===== src/hdl/mips_consts.svh =====
`ifndef MIPS_CONSTS_SVH
`define MIPS_CONSTS_SVH

`define MIPS_XLEN 32
`define MIPS_NREGS 32
`define MIPS_REG_BITS 5
`define MIPS_IMEM_DEPTH 64
`define MIPS_IMEM_ABITS 6
`define MIPS_MUL_LATENCY 4

`endif


===== src/hdl/mipsPkg.sv =====
`default_nettype none
`include "mips_consts.svh"

package mipsPkg;

    typedef enum logic [3:0] {
        OP_NOP   = 4'd0,
        OP_ADDU  = 4'd1,
        OP_SUBU  = 4'd2,
        OP_AND   = 4'd3,
        OP_OR    = 4'd4,
        OP_SLT   = 4'd5,
        OP_MUL   = 4'd6,
        OP_ADDIU = 4'd7,
        OP_ORI   = 4'd8,
        OP_LUI   = 4'd9,
        OP_BEQ   = 4'd10
    } opcode_t;

    typedef enum logic [1:0] {
        MUL_IDLE = 2'd0,
        MUL_BUSY = 2'd1,
        MUL_DONE = 2'd2
    } mulState_t;

    typedef struct packed {
        logic [`MIPS_XLEN-1:0] pc;
        logic [`MIPS_XLEN-1:0] instr;
        logic                  valid;
    } fetchData_t;

    typedef struct packed {
        logic [`MIPS_XLEN-1:0]     pc;
        opcode_t                   op;
        logic [`MIPS_REG_BITS-1:0] rs;
        logic [`MIPS_REG_BITS-1:0] rt;
        logic [`MIPS_REG_BITS-1:0] rd;    // destination, rt for immediates.
        logic [`MIPS_XLEN-1:0]     rsVal;
        logic [`MIPS_XLEN-1:0]     rtVal;
        logic [`MIPS_XLEN-1:0]     imm;   // already extended.
        logic                      valid;
    } decodeData_t;

    typedef struct packed {
        logic [`MIPS_XLEN-1:0]     pc;
        logic [`MIPS_XLEN-1:0]     result;
        logic [`MIPS_REG_BITS-1:0] rd;
        logic                      writes;
        logic                      valid;
    } execData_t;

    typedef execData_t memData_t;

endpackage

`default_nettype wire


===== src/hdl/pipeRegs.sv =====
`timescale 1ns/1ps
`default_nettype none

// shared stall / flush register, stall wins over flush.
module stageReg #(
    parameter type packetT = logic
) (
    input  wire logic   clk,
    input  wire logic   reset,
    input  wire logic   stall,
    input  wire logic   flush,
    input  wire packetT dNew,
    output packetT      q
);
    always_ff @(posedge clk, posedge reset) begin
        if (reset) begin
            q <= '0;
        end else if (!stall && flush) begin
            q <= '0;    // bubble.
        end else if (!stall) begin
            q <= dNew;
        end
    end
endmodule




module mReg import mipsPkg::*; (
    input  wire logic      clk,
    input  wire logic      reset,
    input  wire logic      stallM,
    input  wire logic      flushM,
    input  wire execData_t dataENew,
    output execData_t      dataE
);
    stageReg #(.packetT(execData_t)) i_stageReg (
        .clk(clk), .reset(reset), .stall(stallM), .flush(flushM),
        .dNew(dataENew), .q(dataE)
    );
endmodule


`default_nettype wire


===== config.mk =====
export PLATFORM = sky130hd
export DESIGN_NAME = mReg
export DESIGN_NICKNAME = d
export VERILOG_FILES = /design/src/hdl/mipsPkg.sv /design/src/hdl/pipeRegs.sv
export VERILOG_INCLUDE_DIRS = /design/src /design/src/hdl
export SDC_FILE = /design/constraint.sdc
export NUM_CORES = 1
export LEC_CHECK = 0
export BUFFER_PORTS_ARGS = -buffer_cell sky130_fd_sc_hd__buf_4
export CORE_UTILIZATION = 49
export CTS_CLUSTER_DIAMETER = 120
export DETAILED_ROUTE_END_ITERATION = 16
export GPL_TIMING_DRIVEN = 0
export PLACE_DENSITY_LB_ADDON = 0.15
export SYNTH_ARGS = -nofsm -noshare
export SYNTH_HDL_FRONTEND = slang
export SYNTH_SLANG_ARGS = --single-unit

===== constraint.sdc =====
create_clock -name clk -period 3.27 [get_ports clk]
set_clock_uncertainty 0.05 [all_clocks]
set_input_delay 0.1635 -clock clk [delete_from_list [all_inputs] [get_ports clk]]
set_output_delay 0.1635 -clock clk [all_outputs]
set_load 0.005 [all_outputs]

# After elaboration in Yosys (flattened, before gate mapping)
# Cells that the tools add are included.
[totals]
regBits = 71
latchBits = 0
ramBits = 0
mem_bits_ro = 0
out_inout_bits = 71
memories = 0
[classes]
n_addsub = 0
multipliers = 0
div_mod_pow = 0
magnitude_cmp = 0
eq_ne = 1
shifts = 0
n_mux = 2
bitwise_logic = 0
n_reduce_logical = 2
[ops]
columns = ["cell", "n"]
rows = [
  ["2-to-1 mux 71 bit", 2],
  ["!= test 2 x 1 -> 1 bit, second input constant", 1],
  ["logical AND 1 bit", 1],
  ["zero test 1 bit", 1],
]

# Depth between registers and ports, before layout
# Gate-level depths: netlist (run 1).
[logic_depth]
ltp_word = 3
mapped_depth = 5
ltp_nobuf = 2

# Least setup slack after synthesis (run 1)
# OpenSTA, ideal clock, no wires.
[synth_path]
path_kind = "input to register"
start = "in stallM"
end = "reg i_stageReg.q[63] (netlist bit)"
setup_time_ns = 0.132
arrival_time_ns = 0.626
slack_ns = 2.462
path_stages = 5
n_path_buf = 3
cell_sequence = "buf_6 buf_8 buf_6 nand2_1 o21ai_1"
[synth_via]
elab_chain_cells = 3
[synth_rtl]
columns = ["element", "line_no", "text"]
rows = [
  ["start, declared", "pipeRegs.sv:32", "input wire logic stallM,"],
  ["zero test 1 bit", "pipeRegs.sv:18", "end else if (!stall && flush) begin"],
  ["logical AND 1 bit", "pipeRegs.sv:18", ""],
  ["!= test 2 x 1 -> 1 bit (no line) / 2-to-1 mux 71 bit (equally long branches)", "--", ""],
  ["end signal, assigned", "pipeRegs.sv:21", "q <= dNew;"],
  ["end, declared", "pipeRegs.sv:13", "output packetT q"],
]
# Several ways; a longest one is shown, not always the timed one.
# A chain may end at the register's enable or synchronous reset.

==> qor.yml, run 1 <==
status: "finished clean"
synth-seq-cells: 71
portBuffers: 144
rows: 28
setup-violations-final: 0
nets: 538
syn_nets: 382
synthMuxAreaShare: 0
critPathKind: "in -> async"
h-tree-depth: 3
n_antenna_cell: 0
fin_crit_sh: 0.371
fin_ws_ps: 2060
ir_worst_vdd_uv: 288
final_common_cell: "buf_4"
coreArea_sq_um: 5920
synth_warnings: 0
finalHoldViolCount: 0
drt_iter0_drc: 86
hp-class: "in -> reg"
hold_ws_ps: 20.1
cp.required_ps: 3570
avgViaCountPerCell: 4.89
reg_top3: "i_stageReg.q (71)"
area_growth_pct: 45.9
regMostFlops: "i_stageReg.q"
die_y_um: 80.3
ios: 146
period_needed_ps: 1210
clock_power_share: 0.339
ant_nets: 0
tritoncts: "yes"
vias: 2653
syn-cell-area_sq_um: 3000
reg2reg_setup_slack_ps: 2560
final_cell_mix: "144 x buf_4, 71 x nand2b_1, 71 x nand2_1, 71 x dfrtp_1, 70 x o21ai_1"
rsz0062_at_grt: "no"
yosys.area_share.xor_xnor: 0
clk_pin_slew_ps: 70
utilization: 0.739
syn_inst: 307
max_clock_freq_mhz: 825
synth_simple_gate_area_frac: 0.237
antenna_found_initial: 0
syn_area_per_cell_sq_um: 9.77
largest_reg_flops: 71
synth_compound_gate_area_share: 0.118
end_kind: "asynchronous set/reset pin"
grtUsageTotal: 0.238
drive_above_1_share: 0.359
die_x_um: 80.3
cts-resized-gates: 0
cts_made_buffers: 9
wire_per_inst_um: 13.7
slew_viol_final: 0
worstRegToRegCells: 2
cts_root_buffer: "clkbuf_8"
setup_tns_ps: 0
combPwrFrac: 0.170
power.density_nw_per_um2: 457
min_path_cells: 3
die_area_sq_um: 6440
crit_fanout: 71
dp_hpwl_um: 5360
seqPwrFrac: 0.492
max_slew_margin: 0.420
start_util: 0.507
place_congestion: 0.737
firstDrtPassIters: 4
yosys.area_share.adder: 0
drc: 0
synth_top_family_by_area: "simple AND/OR/NAND/NOR gates"
drv_cap: 0
power_switching_w: 0.000487
crit_arrival_ps: 1510
fin_cells: 543
clockBufferDepth: 2
p_leak_nw: 2.18
tightest_slew_ps: 870
start_kind: "primary input"
swShare: 0.244
grt_pass1_vias: 2360
fillers: 478
post-place-ws_ps: 2220
cts_sinks: 71
grt_pass1_wl_um: 11400
place_inst: 526
yosysUniqueCellTypes: 9
intPower_w: 0.00151
routed_wl_um: 7450
ys_seq_area_frac: 0.592
grt_max_degree: 72
grt-ovfl-total: 0
clk_latency_ps: 330
[what timing repair did]
action	CTS	global route
endpoints found under the hold margin	36	0
setup endpoints to repair	0	0
hold buffers	1	0
buffers inserted	0	0
[per-stage QoR]
step,instance area (sq um),total power [W]
2_1_floorplan,3000,0.00113
3_3_place_gp,4180,0.00133
3_5_place_dp,4180,0.00134
4_1_cts,4380,0.00202
5_1_grt,4380,0.00209
6_report,4380,0.00200
[synthesized netlist by cell type]
cell | number | area, sq um
buf_6 | 8 | 90.1
nand2_1 | 71 | 267
o21ai_1 | 70 | 350
clkbuf_1 | 13 | 48.8
buf_8 | 1 | 15.0
o21ai_0 | 1 | 5.00
nand2b_1 | 71 | 444
dfrtp_1 | 71 | 1780
inv_1 | 1 | 3.75
[power groups by stage]
stage | Clock [W] | Sequential, W | Combinational, W
2_1_floorplan | 0 | 0.00100 | 0.000127
3_3_place_gp | 0 | 0.000997 | 0.000333
3_5_place_dp | 0 | 0.000998 | 0.000343
4_1_cts | 0.000690 | 0.000983 | 0.000344
5_1_grt | 0.000726 | 0.000990 | 0.000374
6_report | 0.000678 | 0.000983 | 0.000339
[logic make-up after synthesis]
family,after synthesis
AND/OR/NAND/NOR,142
flip-flops,71
AO/OA/AOI/OAI,71
buffers and inverters,23
[per-layer routing]
metal  vias to the layer above  wire [um]  track usage
li1                       1298          -            -
met1                      1250       3110        0.308
met2                        91       3740        0.380
met3                        14        458       0.0534
met4                         0        143        0.111
met5                         -          0            0
[final timing paths]
kind                                              start                           end
min reg2reg                i_stageReg.q[35]$_DFFE_PP0P_  i_stageReg.q[35]$_DFFE_PP0P_
max in group clk            i_stageReg.q[3]$_DFFE_PP0P_                      dataE[3]
max reg2reg                i_stageReg.q[22]$_DFFE_PP0P_  i_stageReg.q[22]$_DFFE_PP0P_
min in group asynchronous                         reset  i_stageReg.q[18]$_DFFE_PP0P_
min                                        dataENew[27]  i_stageReg.q[27]$_DFFE_PP0P_
max                                               reset  i_stageReg.q[63]$_DFFE_PP0P_
[cell type report]
cell class / count / area [sq um] / share of cell area
Buffer: 22 / 154 / 0.0352
Clock buffer: 12 / 145 / 0.0332
Timing Repair Buffer: 145 / 1090 / 0.249
Inverter: 1 / 6.26 / 0.00143
Sequential cell: 71 / 1780 / 0.406
Tap cell: 75 / 93.8 / 0.0214
Multi-Input combinational cell: 213 / 1070 / 0.243
Clock inverter: 4 / 45.0 / 0.0103
[worst max-delay path, stage by stage]
cell           delay [ps]
dlygate4sd3_1         550
buf_4                 150
inv_4                 590
Note: power is estimated with default switching activity, not from simulation.
==> run 2, diff against run 1 <==
--- a/config.mk
+++ b/config.mk
@@ -7,7 +7,7 @@
 export NUM_CORES = 1
 export LEC_CHECK = 0
 export BUFFER_PORTS_ARGS = -buffer_cell sky130_fd_sc_hd__buf_4
-export CORE_UTILIZATION = 49
+export CORE_UTILIZATION = 41
 export CTS_CLUSTER_DIAMETER = 120
 export DETAILED_ROUTE_END_ITERATION = 16
 export GPL_TIMING_DRIVEN = 0
==> constraint.sdc (replaced) <==
create_clock -name clk -period 1.1 [get_ports clk]
set_clock_uncertainty 0.05 [all_clocks]
set_input_delay 0.055 -clock clk [delete_from_list [all_inputs] [get_ports clk]]
set_output_delay 0.055 -clock clk [all_outputs]
set_load 0.005 [all_outputs]
==> qor.yml, run 2 (synthesized netlist as in run 1, its figures left out) <==
avgViaCountPerCell: 4.51
cts_root_buffer: "clkbuf_8"
hp-class: "in -> async"
critPathSlowestCell: "dlygate4sd3_1"
drv_cap: 0
power.density_nw_per_um2: 1200
wire_per_inst_um: 13.6
violations: "negative hold slack"
die_x_um: 87.5
dp_hpwl_um: 5180
rsz0062_at_grt: "no"
finalInstanceArea_sq_um: 5150
slowest_delay_ps: 570
start_kind: "primary input"
crit_fanout: 10
grtUsageTotal: 0.234
cts_sinks: 71
status: "finished, violations left"
crit_chain: "dlygate4sd3_1, buf_6, buf_8, buf_6, nand2_2, o21ai_1"
hold_ws_ps: -205
combPwrFrac: 0.200
placed_area_sq_um: 4230
grt_pass1_vias: 2881
cts_made_buffers: 9
grt-ovfl-total: 0
drt_iter0_drc: 116
power_switching_w: 0.00151
h-tree-depth: 3
reg_top3: "i_stageReg.q (71)"
clk_latency_ps: 320
setup-violations-final: 0
drive_above_1_share: 0.312
p_leak_nw: 2.48
ir_worst_vdd_uv: 851
start_util: 0.432
largest_reg_flops: 71
timing.critical_path.mode_cell: "buf_6"
seqPwrFrac: 0.473
drc: 0
max_clock_freq_mhz: 946
regMostFlops: "i_stageReg.q"
clk_pin_slew_ps: 80
place_congestion: 0.732
final_cell_mix: "144 x buf_4, 73 x dlygate4sd3_1, 71 x nand2b_1, 71 x dfrtp_1"
area_growth_pct: 71.6
nets: 611
firstDrtPassIters: 6
grt_pass1_wl_um: 13700
routed_wl_um: 8680
grt_max_degree: 40
max_slew_margin: 0.510
critPathKind: "in -> reg"
finalHoldViolCount: 32
die_y_um: 87.5
fin_crit_sh: 0.961
cts_setup_buffers: 0
period_needed_ps: 1060
final_common_cell: "buf_4"
ios: 146
n_antenna_cell: 0
tritoncts: "yes"
crit_arrival_ps: 1200
ant_nets: 0
die_area_sq_um: 7660
fillers: 506
vias: 2870
rows: 30
coreArea_sq_um: 6940
power_w: 0.00619
cp.required_ps: 1240
tightest_slew_ps: 733
clockBufferDepth: 2
end_kind: "register"
portBuffers: 144
slew_viol_final: 0
antenna_found_initial: 0
swShare: 0.244
clock_power_share: 0.327
holdBufCountCts: 73
intPower_w: 0.00468
run 2: changes by cell type in the layout (fill, tap and decap cells not counted), sizes merged:
cell	before	now
clkinv	3	1
buf	153	154
clkinvlp	0	2
clkbuf	25	26
inv	1	0
dlygate4sd3	1	73
run 2: worst paths after layout:
check	from	slack, ps	cells after the start	to
max	stallM	40	6	i_stageReg.q[5]$_DFFE_PP0P_
min	reset	-200	2	i_stageReg.q[21]$_DFFE_PP0P_
max reg2reg	i_stageReg.q[5]$_DFFE_PP0P_	370	2	i_stageReg.q[5]$_DFFE_PP0P_
min reg2reg	i_stageReg.q[35]$_DFFE_PP0P_	430	2	i_stageReg.q[35]$_DFFE_PP0P_
max in group asynchronous	reset	570	3	i_stageReg.q[46]$_DFFE_PP0P_
min in group clk	stallM	160	3	i_stageReg.q[53]$_DFFE_PP0P_
run 2: repair_timing:
item,4_1_cts,5_1_grt
gates resized for setup,0,1
endpoints found under the setup margin,0,1
endpoints found under the hold margin,103,32
run 2: through the flow:
stage               TNS, ps  setup WS [ps]  utilization  cells  hold WS, ps
finish                    0           42.8        0.742    637         -205
floorplan                 0            211            -    307         95.6
detailed placement        0            162        0.608    548          175
global placement     -23990           -342        0.606    547          263
CTS                       0           61.6        0.741    637         -183
global route              0           22.7        0.742    637         -161
run 2: cell type report:
type,count,area [sq um],share of cell area
clock inverter,3,42.5,0.00826
tap,96,120,0.0233
clock buffer,13,149,0.0289
multi-input combinational,213,1070,0.207
buffer,22,154,0.0299
sequential,71,1780,0.345
timing repair buffer,218,1830,0.356
inverter,1,7.51,0.00146
run 2: power by group through the flow:
| stage | clock network (W) | registers [W] | logic, W |
|---|---|---|---|
| after detailed placement | 0 | 0.00297 | 0.00102 |
| after global routing | 0.00219 | 0.00295 | 0.00136 |
| final | 0.00203 | 0.00293 | 0.00123 |
| after floorplan | 0 | 0.00298 | 0.000379 |
| after CTS | 0.00207 | 0.00292 | 0.00123 |
| after global placement | 0 | 0.00296 | 0.00100 |
run 2: routing by layer:
layer  track usage  share of wire  wire length, um
met3        0.0368          0.045              390
met4        0.0835          0.014              123
met1         0.289           0.42             3640
met2         0.416           0.52             4520
met5             0              0                0
run 2: critical path, delay by kind of cell:
| family | cells | cell delay [ps] |
|---|---|---|
| compound gates | 1 | 70 |
| simple gates | 1 | 60 |
| buf+inv | 4 | 1000 |
