File: src/hdl/mips_consts.svh
`ifndef MIPS_CONSTS_SVH
`define MIPS_CONSTS_SVH

`define MIPS_XLEN 32
`define MIPS_NREGS 32
`define MIPS_REG_BITS 5
`define MIPS_IMEM_DEPTH 64
`define MIPS_IMEM_ABITS 6
`define MIPS_MUL_LATENCY 4

`endif

File: src/hdl/mipsPkg.sv
`default_nettype none
`include "mips_consts.svh"

package mipsPkg;

    typedef enum logic [3:0] {
        OP_NOP   = 4'd0,
        OP_ADDU  = 4'd1,
        OP_SUBU  = 4'd2,
        OP_AND   = 4'd3,
        OP_OR    = 4'd4,
        OP_SLT   = 4'd5,
        OP_MUL   = 4'd6,
        OP_ADDIU = 4'd7,
        OP_ORI   = 4'd8,
        OP_LUI   = 4'd9,
        OP_BEQ   = 4'd10
    } opcode_t;

    typedef enum logic [1:0] {
        MUL_IDLE = 2'd0,
        MUL_BUSY = 2'd1,
        MUL_DONE = 2'd2
    } mulState_t;

    typedef struct packed {
        logic [`MIPS_XLEN-1:0] pc;
        logic [`MIPS_XLEN-1:0] instr;
        logic                  valid;
    } fetchData_t;

    typedef struct packed {
        logic [`MIPS_XLEN-1:0]     pc;
        opcode_t                   op;
        logic [`MIPS_REG_BITS-1:0] rs;
        logic [`MIPS_REG_BITS-1:0] rt;
        logic [`MIPS_REG_BITS-1:0] rd;    // destination, rt for immediates.
        logic [`MIPS_XLEN-1:0]     rsVal;
        logic [`MIPS_XLEN-1:0]     rtVal;
        logic [`MIPS_XLEN-1:0]     imm;   // already extended.
        logic                      valid;
    } decodeData_t;

    typedef struct packed {
        logic [`MIPS_XLEN-1:0]     pc;
        logic [`MIPS_XLEN-1:0]     result;
        logic [`MIPS_REG_BITS-1:0] rd;
        logic                      writes;
        logic                      valid;
    } execData_t;

    typedef execData_t memData_t;

endpackage

`default_nettype wire

File: src/hdl/pipeRegs.sv
`timescale 1ns/1ps
`default_nettype none

// shared stall / flush register, stall wins over flush.
module stageReg #(
    parameter type packetT = logic
) (
    input  wire logic   clk,
    input  wire logic   reset,
    input  wire logic   stall,
    input  wire logic   flush,
    input  wire packetT dNew,
    output packetT      q
);
    always_ff @(posedge clk, posedge reset) begin
        if (reset) begin
            q <= '0;
        end else if (!stall && flush) begin
            q <= '0;    // bubble.
        end else if (!stall) begin
            q <= dNew;
        end
    end
endmodule



module eReg import mipsPkg::*; (
    input  wire logic        clk,
    input  wire logic        reset,
    input  wire logic        stallE,
    input  wire logic        flushE,
    input  wire logic        mulHold,
    input  wire logic [31:0] rsFwd,
    input  wire logic [31:0] rtFwd,
    input  wire decodeData_t dataDNew,
    output decodeData_t      dataD
);
    decodeData_t held;
    decodeData_t nextD;

    // a held packet picks up forwarded operands before the producer drains.
    always_comb begin
        held = dataD;
        held.rsVal = rsFwd;
        held.rtVal = rtFwd;
        nextD = stallE ? held : dataDNew;
    end

    stageReg #(.packetT(decodeData_t)) i_stageReg (
        .clk(clk), .reset(reset), .stall(1'b0), .flush(flushE),
        .dNew(nextD), .q(dataD)
    );

    stallFlushExclusive: assert property (@(posedge clk) disable iff (reset)
        !mulHold |-> !(flushE && stallE));
endmodule



`default_nettype wire

File: config.mk
export PLATFORM = sky130hd
export DESIGN_NAME = eReg
export DESIGN_NICKNAME = d
export VERILOG_FILES = /design/src/hdl/mipsPkg.sv /design/src/hdl/pipeRegs.sv
export VERILOG_INCLUDE_DIRS = /design/src /design/src/hdl
export SDC_FILE = /design/constraint.sdc
export NUM_CORES = 1
export LEC_CHECK = 0
export BUFFER_PORTS_ARGS = -buffer_cell sky130_fd_sc_hd__buf_2
export CAP_MARGIN = 25
export CORE_AREA = 2 2 142 144
export DETAILED_ROUTE_END_ITERATION = 8
export DIE_AREA = 0 0 144 146
export SYNTH_ARGS = -nofsm -noshare
export SYNTH_HDL_FRONTEND = slang
export SYNTH_SLANG_ARGS = --single-unit
File: constraint.sdc
create_clock -name clk -period 4.8 [get_ports clk]
set_input_delay 0.48 -clock clk [delete_from_list [all_inputs] [get_ports clk]]
set_output_delay 0.48 -clock clk [all_outputs]
set_load 0.05 [all_outputs]
* After elaboration in Yosys (flattened, before gate mapping)
Index checks and enable logic that the tools add are counted.
Operators by class: equal/unequal tests 1, mux-type cells 2
Operators with widths (number):
- two-way mux 148 bit | 2
- inequality test 2 x 1 -> 1 bit (second input constant) | 1
Word-level totals: register bits after elaboration 148, input bits 217, logic and storage cells 12

* Depth between registers and ports, before layout
Gate-level depths: netlist (run 1).
word-level depth 2, mapped depth 5, depth with buffers taken out 2

* Modules after synthesis
Synthesis (run 1) repeated with hierarchy kept, for this count alone.
Unflattened totals: cells, all modules 496, area total of the unflattened synthesis 7084.3 µm²
Modules (own cells, without submodules):
- stageReg | times used 1, cells each 331, area each 5253.8 µm², sequential area each 3703.6 µm²
- eReg | times used 1, cells each 165, area each 1830.5 µm², sequential area each 0.0 µm²

* Worst setup path before layout (run 1)
Ideal clock, no wire load.
kind in2reg, start point in stallE, end point reg i_stageReg.q[112] in the netlist's numbering, setup time 0.132 ns, arrival 1.128 ns, setup slack 3.540 ns, stages 5, path buffers 3, path through buf_4 > buf_6 > buf_8 > mux2i_1 > nor2_1
On the way: word-level cells in the longest chain between the ends 1
RTL lines:
- from (decl) | line pipeRegs.sv:31 | input wire logic stallE,
- inequality test 2 x 1 -> 1 bit (no line)
- to (signal assigned) | line pipeRegs.sv:21 | q <= dNew;
- to (decl) | line pipeRegs.sv:13 | output packetT q
Every way passes these cells. A chain may end at the register's enable or synchronous reset.

* Worst setup path after layout (run 1)
start point in stallE, end point reg i_stageReg.q[110] in the netlist's numbering
Same word-level chain as after synthesis.

==> results of run 1 <==
-- synthesized netlist by cell type --
cell type	instances
buf_12	11
buf_2	2
buf_4	3
buf_6	1
buf_8	2
clkbuf_1	14
dfrtp_1	148
inv_1	1
mux2i_1	148
nor2_1	148
-- report_power, final --
| part | internal [mW] | switching (mW) |
|---|---|---|
| registers | 1.32 | 0.0276 |
| logic | 0.191 | 0.448 |
| clock network | 0.773 | 0.533 |
-- worst max-delay path, delay by kind of cell --
kind / cells / cell delay, ns
buffers and inverters: 2 / 1.11
muxes: 1 / 0.25
and+or+nand+nor: 1 / 0.06
-- layer usage --
| layer | up-vias | global-route usage |
|---|---|---|
| li1 | 2288 | - |
| met1 | 2142 | 0.175 |
| met2 | 222 | 0.261 |
| met3 | 15 | 0.0553 |
| met4 | 0 | 0.0544 |
| met5 | - | 0 |
-- cell families (layout without fill, tap and decap cells) --
group | count (synthesis) | after routing | share of synthesized area
DFF | 148 | 148 | 0.608
and+or+nand+nor | 148 | 148 | 0.0912
buffers and inverters | 34 | 401 | 0.0575
muxes | 148 | 148 | 0.243
-- cell type report --
type / instances / area, sq um / share of cell area
flip-flops and latches: 148 / 3700 / 0.434
multi-input cells: 296 / 2040 / 0.239
repair buffers: 368 / 1880 / 0.220
clock buffers: 19 / 433 / 0.0507
well taps: 265 / 332 / 0.0388
clock inverters: 13 / 146 / 0.0171
inverters: 1 / 8.76 / 0.00103
-- worst min-delay path by stage --
| stage | cells past startpoint | endpoint | slack [ns] | from |
|---|---|---|---|---|
| floorplan | 2 | i_stageReg.q[0] | 0.63 | dataDNew[0] |
| CTS | 2 | i_stageReg.q[75] | 0.17 | reset |
| finish | 2 | i_stageReg.q[97] | 0.15 | reset |
| global route | 2 | i_stageReg.q[97] | 0.19 | reset |
| detailed placement | 2 | i_stageReg.q[97] | 0.51 | i_stageReg.q[97] |
| global placement | 2 | i_stageReg.q[118] | 0.50 | i_stageReg.q[118] |
-- stage by stage --
step	hold slack, ns	instances	util
final	0.153	1110	0.442
after detailed placement	0.507	1078	0.412
after CTS	0.166	1110	0.442
after global routing	0.191	1110	0.442
after global placement	0.498	1078	0.412
after floorplan	0.633	478	-
==> out/qor.txt, run 1 <==
Status = finished, final reports clean
Fin area = 0.00854 sq mm
Synth area leaders = dfrtp_1 (61%), mux2i_1 (24%), nor2_1 (9.1%)
Initial DRC count = 136
Pleak = 4.97 nW
Met1 WL = 6.45 mm
Crit path to = i_stageReg.q[110]
Root buffer cell = clkbuf_16
Hold-fix buffers, CTS = 0
CTS buffer count = 17
Syn. warnings = 0
Largest net degree at the start of global routing = 95
R2r setup slk = 4.05 ns
Syn nets = 695
Maximum vdd drop = 0.000233 V
Total track usage = 0.153
DP Wirelength = 11.6 mm
Vias per cell = 4.20
DR pass1 iterations = 5
Power density over the cells = 386 mW/mm^2
Die Span Y = 146 microns
R2R depth = 2
Biggest regs = i_stageReg.q x148
Initial antenna violation count = 0
Syn_area_per_cell = 12.7 sq um
Synth-to-Final Area Change = 40.2%
Final wirelength = 16.1 mm
Final ANT Viol Nets = 0
Max clock buf depth = 2
Top reg by flops = i_stageReg.q
Core box area = 0.0193 sq mm
IO Port Bufs = 363
Chip width = 144 microns
Setup ws final = 2.96 ns
CTS tree = done
Setup Skew = 0 ns
Total power = 3.29 mW
Nets = 1049
Dominant cell type by area after synthesis = dfrtp_1
Worst slew pin tran = 1.01 ns
Post-route minimum period = 1.84 ns
Post-cts resize count = 0
RSZ-0062 raised after global routing = no
Post-synthesis register bit count = 148
Dpl ws = 2.57 ns
Ant diodes = 0
Via count = 4667
Placer Congestion = 0.754
Congestion Overflow GR = 0
Top sig layer = met4
DRC = 0
Sum Neg Setup Slack = 0 ns
Most frequent cells in the layout = buf_2 (361), mux2i_1 (148), nor2_1 (148), dfrtp_1 (148), clkbuf_16 (17)
Worst Path Required = 5.06 ns
Layout fillers = 1934
R2r endpoint = i_stageReg.q[137]
Clock latency on the worst-skew pair = 0.40 ns
Placed Area = 0.00796 sq mm
Met3 WL = 1.41 mm
CP peak stage delay = 0.71 ns
CP Capture Type = register
Crit Path Max Fanout = 94
CP Class = in2reg
Full die area = 0.0210 sq mm
Ratio of final minimum period to clock period = 0.384
CP max-delay cell = clkbuf_8
Met2 routed WL = 8.02 mm
Commonest non-fill, non-tap cell in the layout = buf_2
Final hold vios = 0
Max-slew headroom = 0.328
WP data arrival = 2.10 ns
Reg-to-Reg Start = i_stageReg.q[137]
Cells after synthesis = 478
Number of H-tree levels = 4
Max Transition Viols Final = 0
Clock slew at reported path FFs = 0.06 ns
Rows = 51
Fraction of layout cells with a size suffix above 1 = 0.472
Initial Util = 0.315
Final setup fails = 0
Max Cap Viol = 0
Vias in the first global route = 4766
Crit path launch = stallE
Boundary pin count = 365
Post-CTS Repair Setup Buffers = 0
Hold WC Path Type = in2async
Post-synthesis sequential area ratio = 0.608
DR WL/cell = 14.5 microns
First-pass GRT wire length = 24.7 mm
Critical path startpoint category = primary input
CP cell instances = clkbuf_8, buf_12, mux2i_1, nor2_1
Fmax = 542 MHz
Synth cell types = 10
Synthesized area = 0.00609 sq mm
Clock tree sinks = 148
Max reg flops = 148
Synth top area share = 0.608
(Power assumes the default switching activity.)
==> inputs of run 2 (changes only) <==
- ABC_AREA: not set -> 1
- CORE_AREA: 2 2 142 144 -> 2 2 141 143
- DIE_AREA: 0 0 144 146 -> 0 0 143 145
- clock period: 4.8 -> 1.8 ns (I/O delays scaled with it)
==> out/qor.txt, run 2 <==
Sum Neg Setup Slack = 0 ns (unchanged)
Final setup fails = 0 (unchanged)
Synthesized area = 0.00599 sq mm (-1.7%)
Total power = 9.19 mW (+180%)
Syn_area_per_cell = 9.30 sq um (-27%)
Synth-to-Final Area Change = 74.4%
Congestion Overflow GR = 0 (unchanged)
Synth area leaders = dfrtp_1 (62%), nand2_1 (19%), nand3_1 (12%)
DRC = 0 (unchanged)
Max clock buf depth = 2 (unchanged)
Initial antenna violation count = 0 (unchanged)
Max Transition Viols Final = 0 (unchanged)
Area of the multi-input gates = 0.00186 sq mm (-8.5%)
Family with the most delay on the worst path = buffers and inverters
WP data arrival = 1.65 ns (-0.45 ns)
Final hold vios = 0 (unchanged)
Chip width = 143 microns (-0.69%)
Top reg by flops = i_stageReg.q
Max Cap Viol = 0 (unchanged)
Commonest non-fill, non-tap cell in the layout = buf_2
Biggest regs = i_stageReg.q x148
Worst slew pin tran = 0.496 ns (-0.512 ns)
FFs w/ async S/R, synth = 1.00 (unchanged)
Total track usage = 0.207 (+0.0545)
Layout fillers = 1687 (-13%)
Post-synthesis sequential area ratio = 0.618 (+0.0104)
Full die area = 0.0207 sq mm (-1.4%)
Final ANT Viol Nets = 0 (unchanged)
Final non-filler cell total = 1459 (+31%)
RSZ-0062 raised after global routing = no
CP max-delay cell = dlygate4sd3_1
Synth top area share = 0.618 (+0.0104)
Clock slew at reported path FFs = 0.06 ns (about the same)
Max reg flops = 148 (unchanged)
CTS buffer count = 17 (unchanged)
Syn nets = 861 (+24%)
Most frequent cells after synthesis = nand2_1 (296), dfrtp_1 (148), nand3_1 (148)
Setup Skew = 0 ns (unchanged)
Post-CTS Repair Setup Buffers = 0 (unchanged)
CTS tree = done
DR WL/cell = 14.6 microns (+0.44%)
Initial Util = 0.312 (-0.00325)
Crit Path Max Fanout = 88 (-6.4%)
Largest net degree at the start of global routing = 89 (-6.3%)
Hold WC Path Type = in2reg
Number of synthesized flops with an enable pin = 0 (unchanged)
Critical Path Most Common Cell = nand2_1
DP Wirelength = 13.0 mm (+12%)
Root buffer cell = clkbuf_16
Vias in the first global route = 6776 (+42%)
Post-synthesis register bit count = 148 (unchanged)
Worst Path Required = 2.15 ns (-2.91 ns)
Syn. warnings = 0 (unchanged)
Max-slew headroom = 0.669 (+0.341)
Vias per cell = 4.42 (+5.2%)
Critical path startpoint category = primary input
Final wirelength = 21.3 mm (+32%)
Clock tree sinks = 148 (unchanged)
Boundary pin count = 365 (unchanged)
Synth cell types = 10 (unchanged)
Status = finished, final reports clean
Rows = 51 (unchanged)
Power density over the cells = 880 mW/mm^2 (+130%)
Die Span Y = 145 microns (-0.68%)
Via count = 6452 (+38%)
Dpl ws = 0.625 ns (-1.95 ns)
Predominant post-synthesis flop cell = dfrtp_1
Placer Congestion = 0.822 (+9.0%)
CP Class = in2reg
Most frequent cells in the layout = buf_2 (362), nand2_1 (296), dlygate4sd3_1 (196)
CP peak stage delay = 0.55 ns (-0.16 ns)
Bufs and invs on worst path = 3 (+1)
Initial DRC count = 378 (+180%)
R2r setup slk = 1.13 ns (-2.92 ns)
First-pass GRT wire length = 34.0 mm (+38%)
Ratio of final minimum period to clock period = 0.722
CP cell instances = buf_4, nor2_4, buf_12, nand2_1, nand2_1, dlygate4sd3_1
Fraction of layout cells with a size suffix above 1 = 0.339 (-0.133)
Fmax = 769 MHz
Maximum vdd drop = 0.000577 V (+150%)
DR pass1 iterations = 5 (unchanged)
Cells after synthesis = 644 (+35%)
Nets = 1399 (+33%)
Ant diodes = 0 (unchanged)
Most common cell in the netlist = nand2_1
Post-route minimum period = 1.30 ns
Storage element area = 0.00370 sq mm (unchanged)
Dominant cell type by area after synthesis = dfrtp_1
Final core occ = 0.544 (+0.102)
IO Port Bufs = 363 (unchanged)
Setup ws final = 0.500 ns (-2.46 ns)
CP Capture Type = register
Placed Cells = 1232 (+14%)
Pleak = 6.01 nW (+21%)
Number of H-tree levels = 4 (unchanged)
Clock latency on the worst-skew pair = 0.41 ns (about the same)
Core box area = 0.0192 sq mm (-0.66%)
## run 2: area by class of cell
type | instances | share of cell area
repair buffers | 568 | 0.378
inverters | 2 | 0.00132
clock buffers | 20 | 0.0437
flip-flops and latches | 148 | 0.355
multi-input cells | 445 | 0.178
clock inverters | 11 | 0.0120
well taps | 265 | 0.0318
## run 2: where the power goes
group          switching [mW]  internal (mW)  leakage [nW]
registers              0.0781           3.53          1.95
logic                    1.32          0.731          3.78
clock network            1.41           2.12         0.283
## run 2: cell families (layout without fill, tap and decap cells)
group / count (synthesis) / after routing / share of synthesized area
simple gates: 445 / 445 / 0.311
flops: 148 / 148 / 0.618
buf+inv: 51 / 601 / 0.0704
## run 2: path summary, 6_finish.rpt
check                                         end         startpoint  cells after the start
worst max-delay path             i_stageReg.q[46]             stallE                      6
worst min-delay path             i_stageReg.q[53]          rtFwd[20]                      3
worst max register to register  i_stageReg.q[107]  i_stageReg.q[107]                      2
worst min register to register  i_stageReg.q[118]  i_stageReg.q[118]                      2
max in group asynchronous       i_stageReg.q[147]              reset                      4
min in group asynchronous        i_stageReg.q[20]              reset                      3
## run 2: routing by layer
layer | track usage | wire length (microns) | vias up
li1 | - | - | 3127
met1 | 0.244 | 8530 | 3013
met2 | 0.353 | 10900 | 259
met3 | 0.0512 | 1160 | 53
met4 | 0.0936 | 765 | 0
met5 | 0 | 0 | -
## run 2: repair_timing
item	CTS	global route
hold buffers	196	0
hold endpoints to repair	162	0
gates resized for setup	0	0
## run 2: tightest hold or removal path: stages
cell     delay, ns
buf_2         0.08
nand3_1       0.07
nand2_1       0.06
## run 2: stage by stage
step / instance area (sq um) / hold slack, ns
finish: 10400 / 0.0202
global route: 10400 / 0.00871
CTS: 10400 / 0.0000250
detailed placement: 7900 / 0.235
global placement: 7900 / 0.240
floorplan: 5990 / 0.290
