<file path="src/hdl/cycleTimer.sv">
`timescale 1ns/1ps
`default_nettype none

module cycleTimer (
    input  wire logic       clk,
    input  wire logic       reset,
    input  wire logic       load,
    input  wire logic [3:0] loadValue,
    output logic            timerDone
);
    logic [3:0] count;

    always_ff @(posedge clk, posedge reset) begin
        if (reset) begin
            count <= '0;
        end else if (load) begin
            count <= loadValue;
        end else if (count != '0) begin
            count <= count - 4'd1;
        end
    end

    assign timerDone = count == '0;

    noEarlyReload: assert property (@(posedge clk) disable iff (reset)
        load |-> count == '0);
endmodule

`default_nettype wire

</file>
<file path="config.mk">
export PLATFORM = sky130hd
export DESIGN_NAME = cycleTimer
export DESIGN_NICKNAME = d
export VERILOG_FILES = /design/src/hdl/cycleTimer.sv
export SDC_FILE = /design/constraint.sdc
export NUM_CORES = 1
export LEC_CHECK = 0
export BUFFER_PORTS_ARGS = -buffer_cell sky130_fd_sc_hd__buf_4
export CAP_MARGIN = 20
export CELL_PAD_IN_SITES_DETAIL_PLACEMENT = 0
export CELL_PAD_IN_SITES_GLOBAL_PLACEMENT = 2
export CORE_AREA = 2 2 39 41
export DETAILED_ROUTE_END_ITERATION = 7
export DIE_AREA = 0 0 41 43
export GPL_TIMING_DRIVEN = 0
export PLACE_DENSITY_LB_ADDON = 0.1
export SETUP_SLACK_MARGIN = 0.2
export SYNTH_ARGS = -nofsm -noshare
export SYNTH_HDL_FRONTEND = slang
export SYNTH_SLANG_ARGS = --single-unit
</file>
<file path="constraint.sdc">
create_clock -name clk -period 1.3 [get_ports clk]
set_clock_uncertainty 0.1 [all_clocks]
set_input_delay 0.195 -clock clk [delete_from_list [all_inputs] [get_ports clk]]
set_output_delay 0.195 -clock clk [all_outputs]
set_load 0.01 [all_outputs]
</file>
[After elaboration in Yosys (flattened, before gate mapping)]
Index checks and enable logic that the tools add are counted.
Cells by class
  $add $sub $neg: 1
  mux-type cells: 2
  reduce and logical (&&, ||, !) cells: 3
Operator list (count)
  4-bit 2-to-1 mux: 2
  4-bit zero test: 1
  4-bit nonzero test: 1
  4-bit by 1-bit subtractor with 4-bit output, second input constant: 1
  2-bit nonzero test: 1
Word-level totals
  register bits: 4
  bits of input ports: 7
  output and inout bits: 1
  word-level logic and storage cells: 7

[Logic depth before layout (Yosys ltp)]
Gate-level depths: netlist of the first run.
  depth in word-level cells: 3
  depth in mapped cells: 5
  gate-level depth less buffers: 5

[Least setup slack after synthesis of the first run]
OpenSTA, ideal clock, no wires.
  path type: register -> register
  start point: register count[0]
  end point: register count[1]
  setup time: 125 ps
  arrival: 1272 ps
  data required time: 1075 ps
  slack: -197 ps
  stages on the path, launching flop included: 6
  path buffers: 0
  clock period less this slack: 1497 ps
  cell sequence: dfrtp_1 -> inv_1 -> ha_1 -> nor3b_4 -> mux2i_1 -> mux2_2
Between the ends
  word-level cells in the longest chain between the ends: 3
  elaborated cells between the ends (all ways): 5
  those cells by class: add/sub (1); mux (2); reduce/logical (2)
Ends and longest elaborated chain
  start, declared: RTL line 11  | logic [3:0] count;
  start signal, assigned: RTL line 17  | count <= loadValue;
  start signal, assigned: RTL line 19  | count <= count - 4'd1;
  4-bit by 1-bit subtractor with 4-bit output: RTL line 19
  4-bit 2-to-1 mux: RTL line 18  | end else if (count != '0) begin
  4-bit 2-to-1 mux: RTL line 16  | end else if (load) begin
Parallel ways exist; a longest one is shown, timed or not. The select of a mux whose other input is x is not followed.
A chain may end at the register's enable or synchronous reset.

[Worst setup path after layout of the first run]
  start point: register count[0]
  end point: register count[3]
Same word-level chain as after synthesis.

==> results of run 1 <==
worst register-to-register path: stages, from the launching register on:
cell	delay, ns
dfrtp_1	0.39
buf_4	0.14
buf_4	0.12
nor3_1	0.25
nor3b_1	0.09
a221o_1	0.28
metrics by stage:
stage | area (µm²) | utilization [%] | std cells
global route | 407 | 29.4 | 55
global placement | 304 | 22.0 | 45
detailed placement | 304 | 22.0 | 45
floorplan | 239 | - | 23
CTS | 377 | 27.2 | 53
finish | 407 | 29.4 | 55
cell families after synthesis:
kind of cell,count (synthesis),synth area share [%]
adder cells (fa/ha/maj),1,5.29
AND/OR/NAND/NOR,7,20.1
buffers and inverters,4,6.35
AO/OA/AOI/OAI,3,8.47
flip-flops,4,42.3
XOR/XNOR,1,3.70
multiplexers,3,13.8
cell usage in the layout (no fill, tap or decap):
cell type      count
buf_6              1
nor3b_1            1
o21ai_2            1
o21ai_1            1
dfrtp_1            4
buf_4             11
nor3b_4            1
xnor2_2            1
clkbuf_1           1
clkbuf_4           3
ha_4               1
dlygate4sd3_1      1
inv_1              1
a221o_1            1
inv_2              2
nand2_1            3
nor3_1             2
mux2i_1            1
mux2_2             2
timing repair:
action                     CTS  global route
hold buffers                 1             0
setup endpoints to repair    5             5
setup buffers                4             2
gates cloned                 0             0
pin swaps                    1             0
hold endpoints to repair     4             0
gates resized for setup      3             3
area by class of cell:
class                           instances  area (µm²)  area share (%)
Multi-Input combinational cell         15         145            35.7
Timing Repair Buffer                   13         104            25.5
Sequential cell                         4         100            24.6
Clock buffer                            3        22.5            5.54
Tap cell                               16        20.0            4.92
Inverter                                3        11.3            2.77
Buffer                                  1        3.75           0.923
report_power, final:
group / switching, µW / total (µW) / internal [µW]
clock: 47.6 / 151 / 103
sequential: 27.8 / 182 / 154
combinational: 95.5 / 253 / 158
total: 171 / 586 / 415
per-layer routing:
metal	share of wire (%)	vias up	wire (µm)
met5	0	-	0
met4	0	0	0
met3	5.5	0	28
met2	55	4	281
met1	39	106	202
li1	-	111	-
how the worst max path moves through the flow:
stage              from        end  slack, ns  cells after the start
3_5_place_dp   count[0]   count[1]      -0.21                      5
5_1_grt        count[0]  timerDone      -0.23                      4
2_1_floorplan  count[1]   count[1]      -0.17                      5
3_3_place_gp   count[0]   count[1]      -0.18                      5
6_report       count[0]   count[3]      -0.19                      5
4_1_cts        count[0]   count[1]      -0.19                      6
==> flow_metrics.tcl, run 1 <==
set metrics [dict create \
    grt_pass1_vias 228 \
    netlist.area_leader.share_pct 42.3 \
    synth-edff-count 0 \
    cts_buffer_depth 2 \
    use_met1_pct 6.82 \
    critPathMaxStageDelay_ns 0.39 \
    drtIter0Drc 1 \
    tritoncts "yes" \
    fp-row-count 14 \
    reg2reg_from "count[0]" \
    crit_type "reg2reg" \
    grt_max_degree 9 \
    cts_sinks 4 \
    crit_path_cell_trace "buf_4 -> buf_4 -> nor3_1 -> nor3b_1 -> a221o_1" \
    vias 221 \
    dpl_worst_slack_ns -0.209 \
    hp-class "in2reg" \
    portBuffers 6 \
    setup_tns_ns -0.662 \
    max-slew-margin-rel_pct 75.4 \
    cts_htree_levels 1 \
    worstMarginPinSlew_ns 0.369 \
    whs_ns 0.0800 \
    reg2reg_depth 5 \
    hold_end "count[2]" \
    yosysSeqAreaShare_pct 42.3 \
    arrival_ns 1.49 \
    cp_max_fo 2 \
    viasPerCell 4.02 \
    totalWireLength_um 512 \
    layout-drive-gt1-share_pct 59.0 \
    ff2ff_setup_slack_ns -0.19 \
    grt_pass1_wl_um 821 \
    area_growth_pct 72.0 \
    synth_area_leaders "dfrtp_1 (42%), mux2_2 (9.5%), nor3b_4 (7.9%), ha_1 (5.3%), inv_1 (4.8%)" \
    finalSetupViolCount 4 \
    power_density_nw_per_um2 1440 \
    syn_avg_cell_area_um2 10.3 \
    violations "setup timing" \
    clkTransAtPathRegs_ns 0.04 \
    grt.busiest_layer "met2" \
    cp_top_family "flip-flops" \
    fin_crit_ns 1.49 \
    gp_congestion 0.577 \
    ys_seq_elements 4 \
    drv_slew 0 \
    grt_util_met3_pct 2.09 \
    syn_inst 23 \
    hold_violations 0 \
    numCtsBuffers 3 \
    dr.pass1.iters 3 \
    status "complete, but fails checks" \
    grt_usage_pct 7.25 \
    startpoint_type "register" \
    largest_reg_flops 4 \
    top_register "count" \
    power.leakage_uw 0.000187 \
    drv_cap 0 \
    async_flop_share_pct 100 \
    synthesis.nets 31 \
    required_ns 1.30 \
    dieArea_um2 1760 \
    finalWorstSetupSlack_ns -0.190 \
    synth_most_common_cell "dfrtp_1" \
    ant_nets 0 \
    cp_slowest_cell "dfrtp_1" \
    dpl.hpwl_um 386 \
    rsz0062_at_grt "true" \
    num-fill-cells 152 \
    synth-warning-count 0 \
    cp.buffers_inverters 2 \
    ios 8 \
    clk_latency_ns 0.23 \
    drcViolationCount 0 \
    die_h_um 43 \
    yosys.area.top_type "dfrtp_1" \
    synth.top_cells.by_count "dfrtp_1 (4), inv_1 (3), nand2_1 (3)" \
    fp.dieW_um 41 \
    vdd_drop_max_mv 0.462 \
    crit_path_end_kind "register" \
    largestRegisters "count x4" \
    r2r_end "count[3]" \
    cts-root-buf "clkbuf_4" \
    crit_top_cell "buf_4" \
    ys.flop_type "dfrtp_1" \
    power.total_uw 586 \
    min_path_cells 3 \
    min-delay-start "loadValue[2]" \
    synth_area_um2 236 \
    initial_core_util_pct 17.1 \
    core_um2 1380 \
    wl_per_cell_um 9.31 \
    fin_crit_sh_pct 115 \
    antennaDiodeCount 0 \
    ys_types 13 \
    nets 49 \
    max_freq_mhz 671 \
    antenna_found_initial 0 \
    grtUsageMet2_pct 10.9 \
    grt_remaining_overflow 0 \
]
(Power assumes the default switching activity.)
==> inputs of run 2 (changes only) <==
--- a/config.mk
+++ b/config.mk
@@ -8,7 +8,7 @@
 export BUFFER_PORTS_ARGS = -buffer_cell sky130_fd_sc_hd__buf_4
 export CAP_MARGIN = 20
 export CELL_PAD_IN_SITES_DETAIL_PLACEMENT = 0
-export CELL_PAD_IN_SITES_GLOBAL_PLACEMENT = 2
+export CELL_PAD_IN_SITES_GLOBAL_PLACEMENT = 1
 export CORE_AREA = 2 2 39 41
 export DETAILED_ROUTE_END_ITERATION = 7
 export DIE_AREA = 0 0 41 43
==> run 2 against run 1 <==
  * Global-route usage grew 0.70 points
  * Count of clock-buffer cells in the layout is the same
  * Wire length grew 3.5%
  * The run still ends with setup timing left
  * Die area is the same
  * Fmax grew 1.8%
  * Critical endpoint is now timerDone
==> flow_metrics.tcl, run 2 (synthesized netlist as in run 1, its figures left out) <==
set metrics [dict create \
    tritoncts "yes" \
    hold_violations 0 \
    wl_per_cell_um 9.64 \
    grt_pass1_vias 242 \
    cp_max_fo 2 \
    power.leakage_uw 0.000194 \
    fin_area_um2 419 \
    rsz0062_at_grt "true" \
    cp.depth 4 \
    dpl.hpwl_um 394 \
    ant_nets 0 \
    portBuffers 6 \
    fin_crit_sh_pct 113 \
    reg2reg_depth 6 \
    grt_pass1_wl_um 903 \
    drv_slew 0 \
    layout-drive-gt1-share_pct 61.5 \
    clkTransAtPathRegs_ns 0.04 \
    viasPerCell 4.05 \
    nets 49 \
    startpoint_type "register" \
    fp.dieW_um 41 \
    crit_path_end_kind "output pin" \
    hp-class "in2reg" \
    drv_cap 0 \
    cp_top_family "flip-flops" \
    critPathMaxStageDelay_ns 0.38 \
    setup_tns_ns -0.455 \
    gp_congestion 0.579 \
    antennaDiodeCount 0 \
    ff2ff_setup_slack_ns -0.15 \
    area_growth_pct 77.2 \
    arrival_ns 1.17 \
    cts_sinks 4 \
    ios 8 \
    largestRegisters "count x4" \
    largest_reg_flops 4 \
    fin_crit_ns 1.46 \
    cts_buffer_depth 2 \
    r2r_end "count[1]" \
    max-slew-margin-rel_pct 76.0 \
    grt_remaining_overflow 0 \
    cp_slowest_cell "dfrtp_1" \
    place_area_um2 304 \
    status "complete, but fails checks" \
    fp-row-count 14 \
    crit_path_end "timerDone" \
    vias 223 \
    reg2reg_from "count[1]" \
    cts_htree_levels 1 \
    crit_start "count[1]" \
    numCtsBuffers 3 \
    max_freq_mhz 683 \
    drtIter0Drc 1 \
    finalSetupViolCount 5 \
    dieArea_um2 1760 \
    mostFrequentLayoutCells "buf_4 (10), dfrtp_1 (4), nand2_1 (3), clkbuf_4 (3)" \
    core_um2 1380 \
    top_register "count" \
    initial_core_util_pct 17.1 \
    antenna_found_initial 0 \
    dr.pass1.iters 2 \
    clk_latency_ns 0.23 \
    totalWireLength_um 530 \
    power_density_nw_per_um2 1470 \
    drcViolationCount 0 \
    crit_path_cell_trace "inv_2 -> ha_4 -> nor3b_4 -> buf_4" \
    die_h_um 43 \
    violations "setup timing" \
    cts-root-buf "clkbuf_4" \
    required_ns 1.00 \
    finalWorstSetupSlack_ns -0.165 \
    cp.buffers_inverters 2 \
    crit_type "reg2out" \
    grt_usage_pct 7.96 \
    worstMarginPinSlew_ns 0.359 \
    mostFrequentLayoutCell "buf_4" \
    grt_max_degree 9 \
    vdd_drop_max_mv 0.406 \
]
## run 2: area by class of cell
cell class | instances | area (µm²)
clock buffer | 3 | 22.5
sequential | 4 | 100
fill | 149 | 965
tap | 16 | 20.0
buffer | 1 | 3.75
multi-input combinational | 15 | 154
inverter | 3 | 11.3
timing repair buffer | 13 | 108
## run 2: worst min path at each step
stage,from,endpoint,slack [ns],cells past startpoint
2_1_floorplan,reset,count[0],-0.14,1
3_3_place_gp,reset,count[2],-0.009,2
3_5_place_dp,reset,count[3],-0.004,2
4_1_cts,loadValue[0],count[0],0.08,3
5_1_grt,loadValue[2],count[2],0.08,3
6_report,loadValue[2],count[2],0.08,3
## run 2: power by group
| group | internal, µW | switching, µW | leakage [µW] |
|---|---|---|---|
| clock network | 103 | 46.1 | 0.0000138 |
| logic | 179 | 103 | 0.000132 |
| registers | 154 | 29.5 | 0.0000480 |
## run 2: routing by layer
metal  track usage (%)  vias up  wire length [µm]
li1                  -      112                 -
met1              7.79      107               201
met2              13.1        4               300
met3              2.09        0                28
met4              6.00        0                 0
met5                 0        -                 0
## run 2: metrics by stage
| step | hold slack [ns] | worst slack, ns | total power, µW | util [%] | std cells |
|---|---|---|---|---|---|
| after CTS | 0.0786 | -0.159 | 579 | 28.1 | 54 |
| after floorplan | -0.139 | -0.171 | 299 | - | 23 |
| after global placement | -0.00898 | -0.200 | 343 | 22.0 | 45 |
| after detailed placement | -0.00356 | -0.204 | 346 | 22.0 | 45 |
| after global routing | 0.0794 | -0.249 | 661 | 30.3 | 55 |
| final | 0.0782 | -0.165 | 614 | 30.3 | 55 |
## run 2: repair_timing
action                                  CTS  global route
buffers inserted                          5             1
pin swaps                                 1             1
hold endpoints to repair                  4             0
resized for setup                         4             5
endpoints found under the setup margin    5             5
hold buffers                              1             0
## run 2: worst min-delay path, stage by stage
cell	delay, ns
buf_4	0.08
nand2_1	0.05
o21ai_2	0.05
==> inputs of run 3 (changes only) <==
--- a/config.mk
+++ b/config.mk
@@ -13,7 +13,7 @@
 export DETAILED_ROUTE_END_ITERATION = 7
 export DIE_AREA = 0 0 41 43
 export GPL_TIMING_DRIVEN = 0
-export PLACE_DENSITY_LB_ADDON = 0.1
+export PLACE_DENSITY_LB_ADDON = 0.2
 export SETUP_SLACK_MARGIN = 0.2
 export SYNTH_ARGS = -nofsm -noshare
 export SYNTH_HDL_FRONTEND = slang
==> run 3 against run 2 <==
  * The flow still finishes with violations (setup timing)
  * Combinational power grew 3%
  * Count of clock-buffer cells in the layout is the same
  * Cell area grew 0.90%
  * Sequential share of layout area shrank 0.21 points
  * Non-clock buffer count grew 1
  * First-iteration DRC count is the same
  * Final cell count grew 1.8%
  * Flip-flop and latch count is the same
  * Setup slack is essentially flat
  * Core utilization grew 0.27 points
  * Register-to-register slack is essentially flat
==> flow_metrics.tcl, run 3 (synthesized netlist as in run 1, its figures left out) <==
set metrics [dict create \
    cts-root-buf "clkbuf_4" \
    reg2reg_from "count[0]" \
    critPathMaxStageDelay_ns 0.38 \
    cts_buffer_depth 2 \
    finalSetupViolCount 5 \
    antenna_found_initial 0 \
    clkTransAtPathRegs_ns 0.03 \
    place_area_um2 304 \
    num-fill-cells 157 \
    fp-row-count 14 \
    totalWireLength_um 503 \
    dr.pass1.iters 2 \
    wl_per_cell_um 8.98 \
    fin_crit_sh_pct 113 \
    core_um2 1380 \
    hold_end "count[2]" \
    clk_latency_ns 0.23 \
    largestRegisters "count x4" \
    violations "setup timing" \
    dpl.hpwl_um 354 \
    max_freq_mhz 683 \
    cp_slowest_cell "dfrtp_1" \
    setup_tns_ns -0.535 \
    max-slew-margin-rel_pct 77.5 \
    vias 220 \
    numCtsBuffers 3 \
    power.leakage_uw 0.000194 \
    cts_htree_levels 1 \
    mostFrequentLayoutCells "buf_4 (10), dfrtp_1 (4), nand2_1 (3), clkbuf_4 (3), buf_6 (3)" \
    multi_input_area_um2 146 \
    layout-drive-gt1-share_pct 60.0 \
    ant_nets 0 \
    top_register "count" \
    finalWorstSetupSlack_ns -0.164 \
    cp_max_fo 2 \
    drv_cap 0 \
    grt_pass1_wl_um 745 \
    hp-class "in2reg" \
    fin_cells 56 \
    seq_area_um2 100 \
    dpl_worst_slack_ns -0.188 \
    initial_core_util_pct 17.1 \
    cts_sinks 4 \
    fin_crit_ns 1.46 \
    hold_violations 0 \
    fin_area_um2 423 \
    die_h_um 43 \
    crit_type "reg2out" \
    crit_path_cell_trace "inv_2 -> ha_4 -> nor3b_4 -> buf_4" \
    drv_slew 0 \
    viasPerCell 3.93 \
    cp.buffers_inverters 2 \
    antennaDiodeCount 0 \
    grt_usage_pct 6.76 \
    drcViolationCount 0 \
    r2r_end "count[1]" \
    grt_pass1_vias 214 \
    cp_top_family "flip-flops" \
    startpoint_type "register" \
    rsz0062_at_grt "true" \
    grt_max_degree 9 \
    fp.dieW_um 41 \
    status "complete, but fails checks" \
    mostFrequentLayoutCell "buf_4" \
    portBuffers 6 \
    largest_reg_flops 4 \
    min_path_cells 3 \
    crit_path_end_kind "output pin" \
    area_growth_pct 78.8 \
    worstMarginPinSlew_ns 0.338 \
    dieArea_um2 1760 \
    ff2ff_setup_slack_ns -0.16 \
    power_density_nw_per_um2 1460 \
    min-delay-start "loadValue[2]" \
    tritoncts "yes" \
    arrival_ns 1.17 \
    reg2reg_depth 6 \
    nets 50 \
    fin_util_pct 30.6 \
    grt_remaining_overflow 0 \
    vdd_drop_max_mv 0.430 \
    gp_congestion 0.681 \
    drtIter0Drc 1 \
    required_ns 1.00 \
    ios 8 \
    placedCellCount 45 \
]
[run 3: final cells by class]
type / instances / share of cell area, %
Multi-Input combinational cell: 15 / 34.6
Inverter: 3 / 2.66
Buffer: 1 / 0.888
Timing Repair Buffer: 14 / 28.1
Clock buffer: 3 / 5.33
Tap cell: 16 / 4.73
Sequential cell: 4 / 23.7
[run 3: worst max path at each step]
stage / slack, ns / to / from / cells after the start
after floorplan: -0.17 / count[1] / count[1] / 5
after global placement: -0.18 / count[1] / count[1] / 5
after detailed placement: -0.19 / count[1] / count[1] / 5
after CTS: -0.15 / count[1] / count[0] / 6
after global routing: -0.23 / count[1] / count[0] / 6
final: -0.16 / timerDone / count[0] / 4
[run 3: timing repair]
action | CTS | global route
cloned | 0 | 0
setup buffers | 5 | 2
hold buffers | 1 | 0
pin swaps | 1 | 0
setup endpoints to repair | 5 | 5
endpoints found under the hold margin | 4 | 0
resized for setup | 4 | 4
[run 3: tightest hold or removal path, delay by kind of cell]
kind	cells	cell delay, ns
buf+inv	1	0.07
compound gates	1	0.06
simple gates	1	0.04
[run 3: layer usage]
metal / vias up / part of all wire (%) / track usage [%] / wire [µm]
met5: - / 0 / 0 / 0
met4: 0 / 0 / 6.00 / 0
met3: 0 / 4.8 / 1.57 / 24
met2: 6 / 56 / 10.9 / 281
met1: 101 / 39 / 6.54 / 197
li1: 113 / - / - / -
[run 3: per-stage QoR]
step / hold WS (ns) / total power [µW]
finish: 0.0818 / 619
global route: 0.0959 / 660
CTS: 0.0769 / 575
detailed placement: -0.00758 / 346
global placement: -0.0100 / 339
floorplan: -0.139 / 299
[run 3: power by group]
group	internal (µW)	switching (µW)
Clock	103	42.6
Combinational	185	106
Sequential	154	28.5
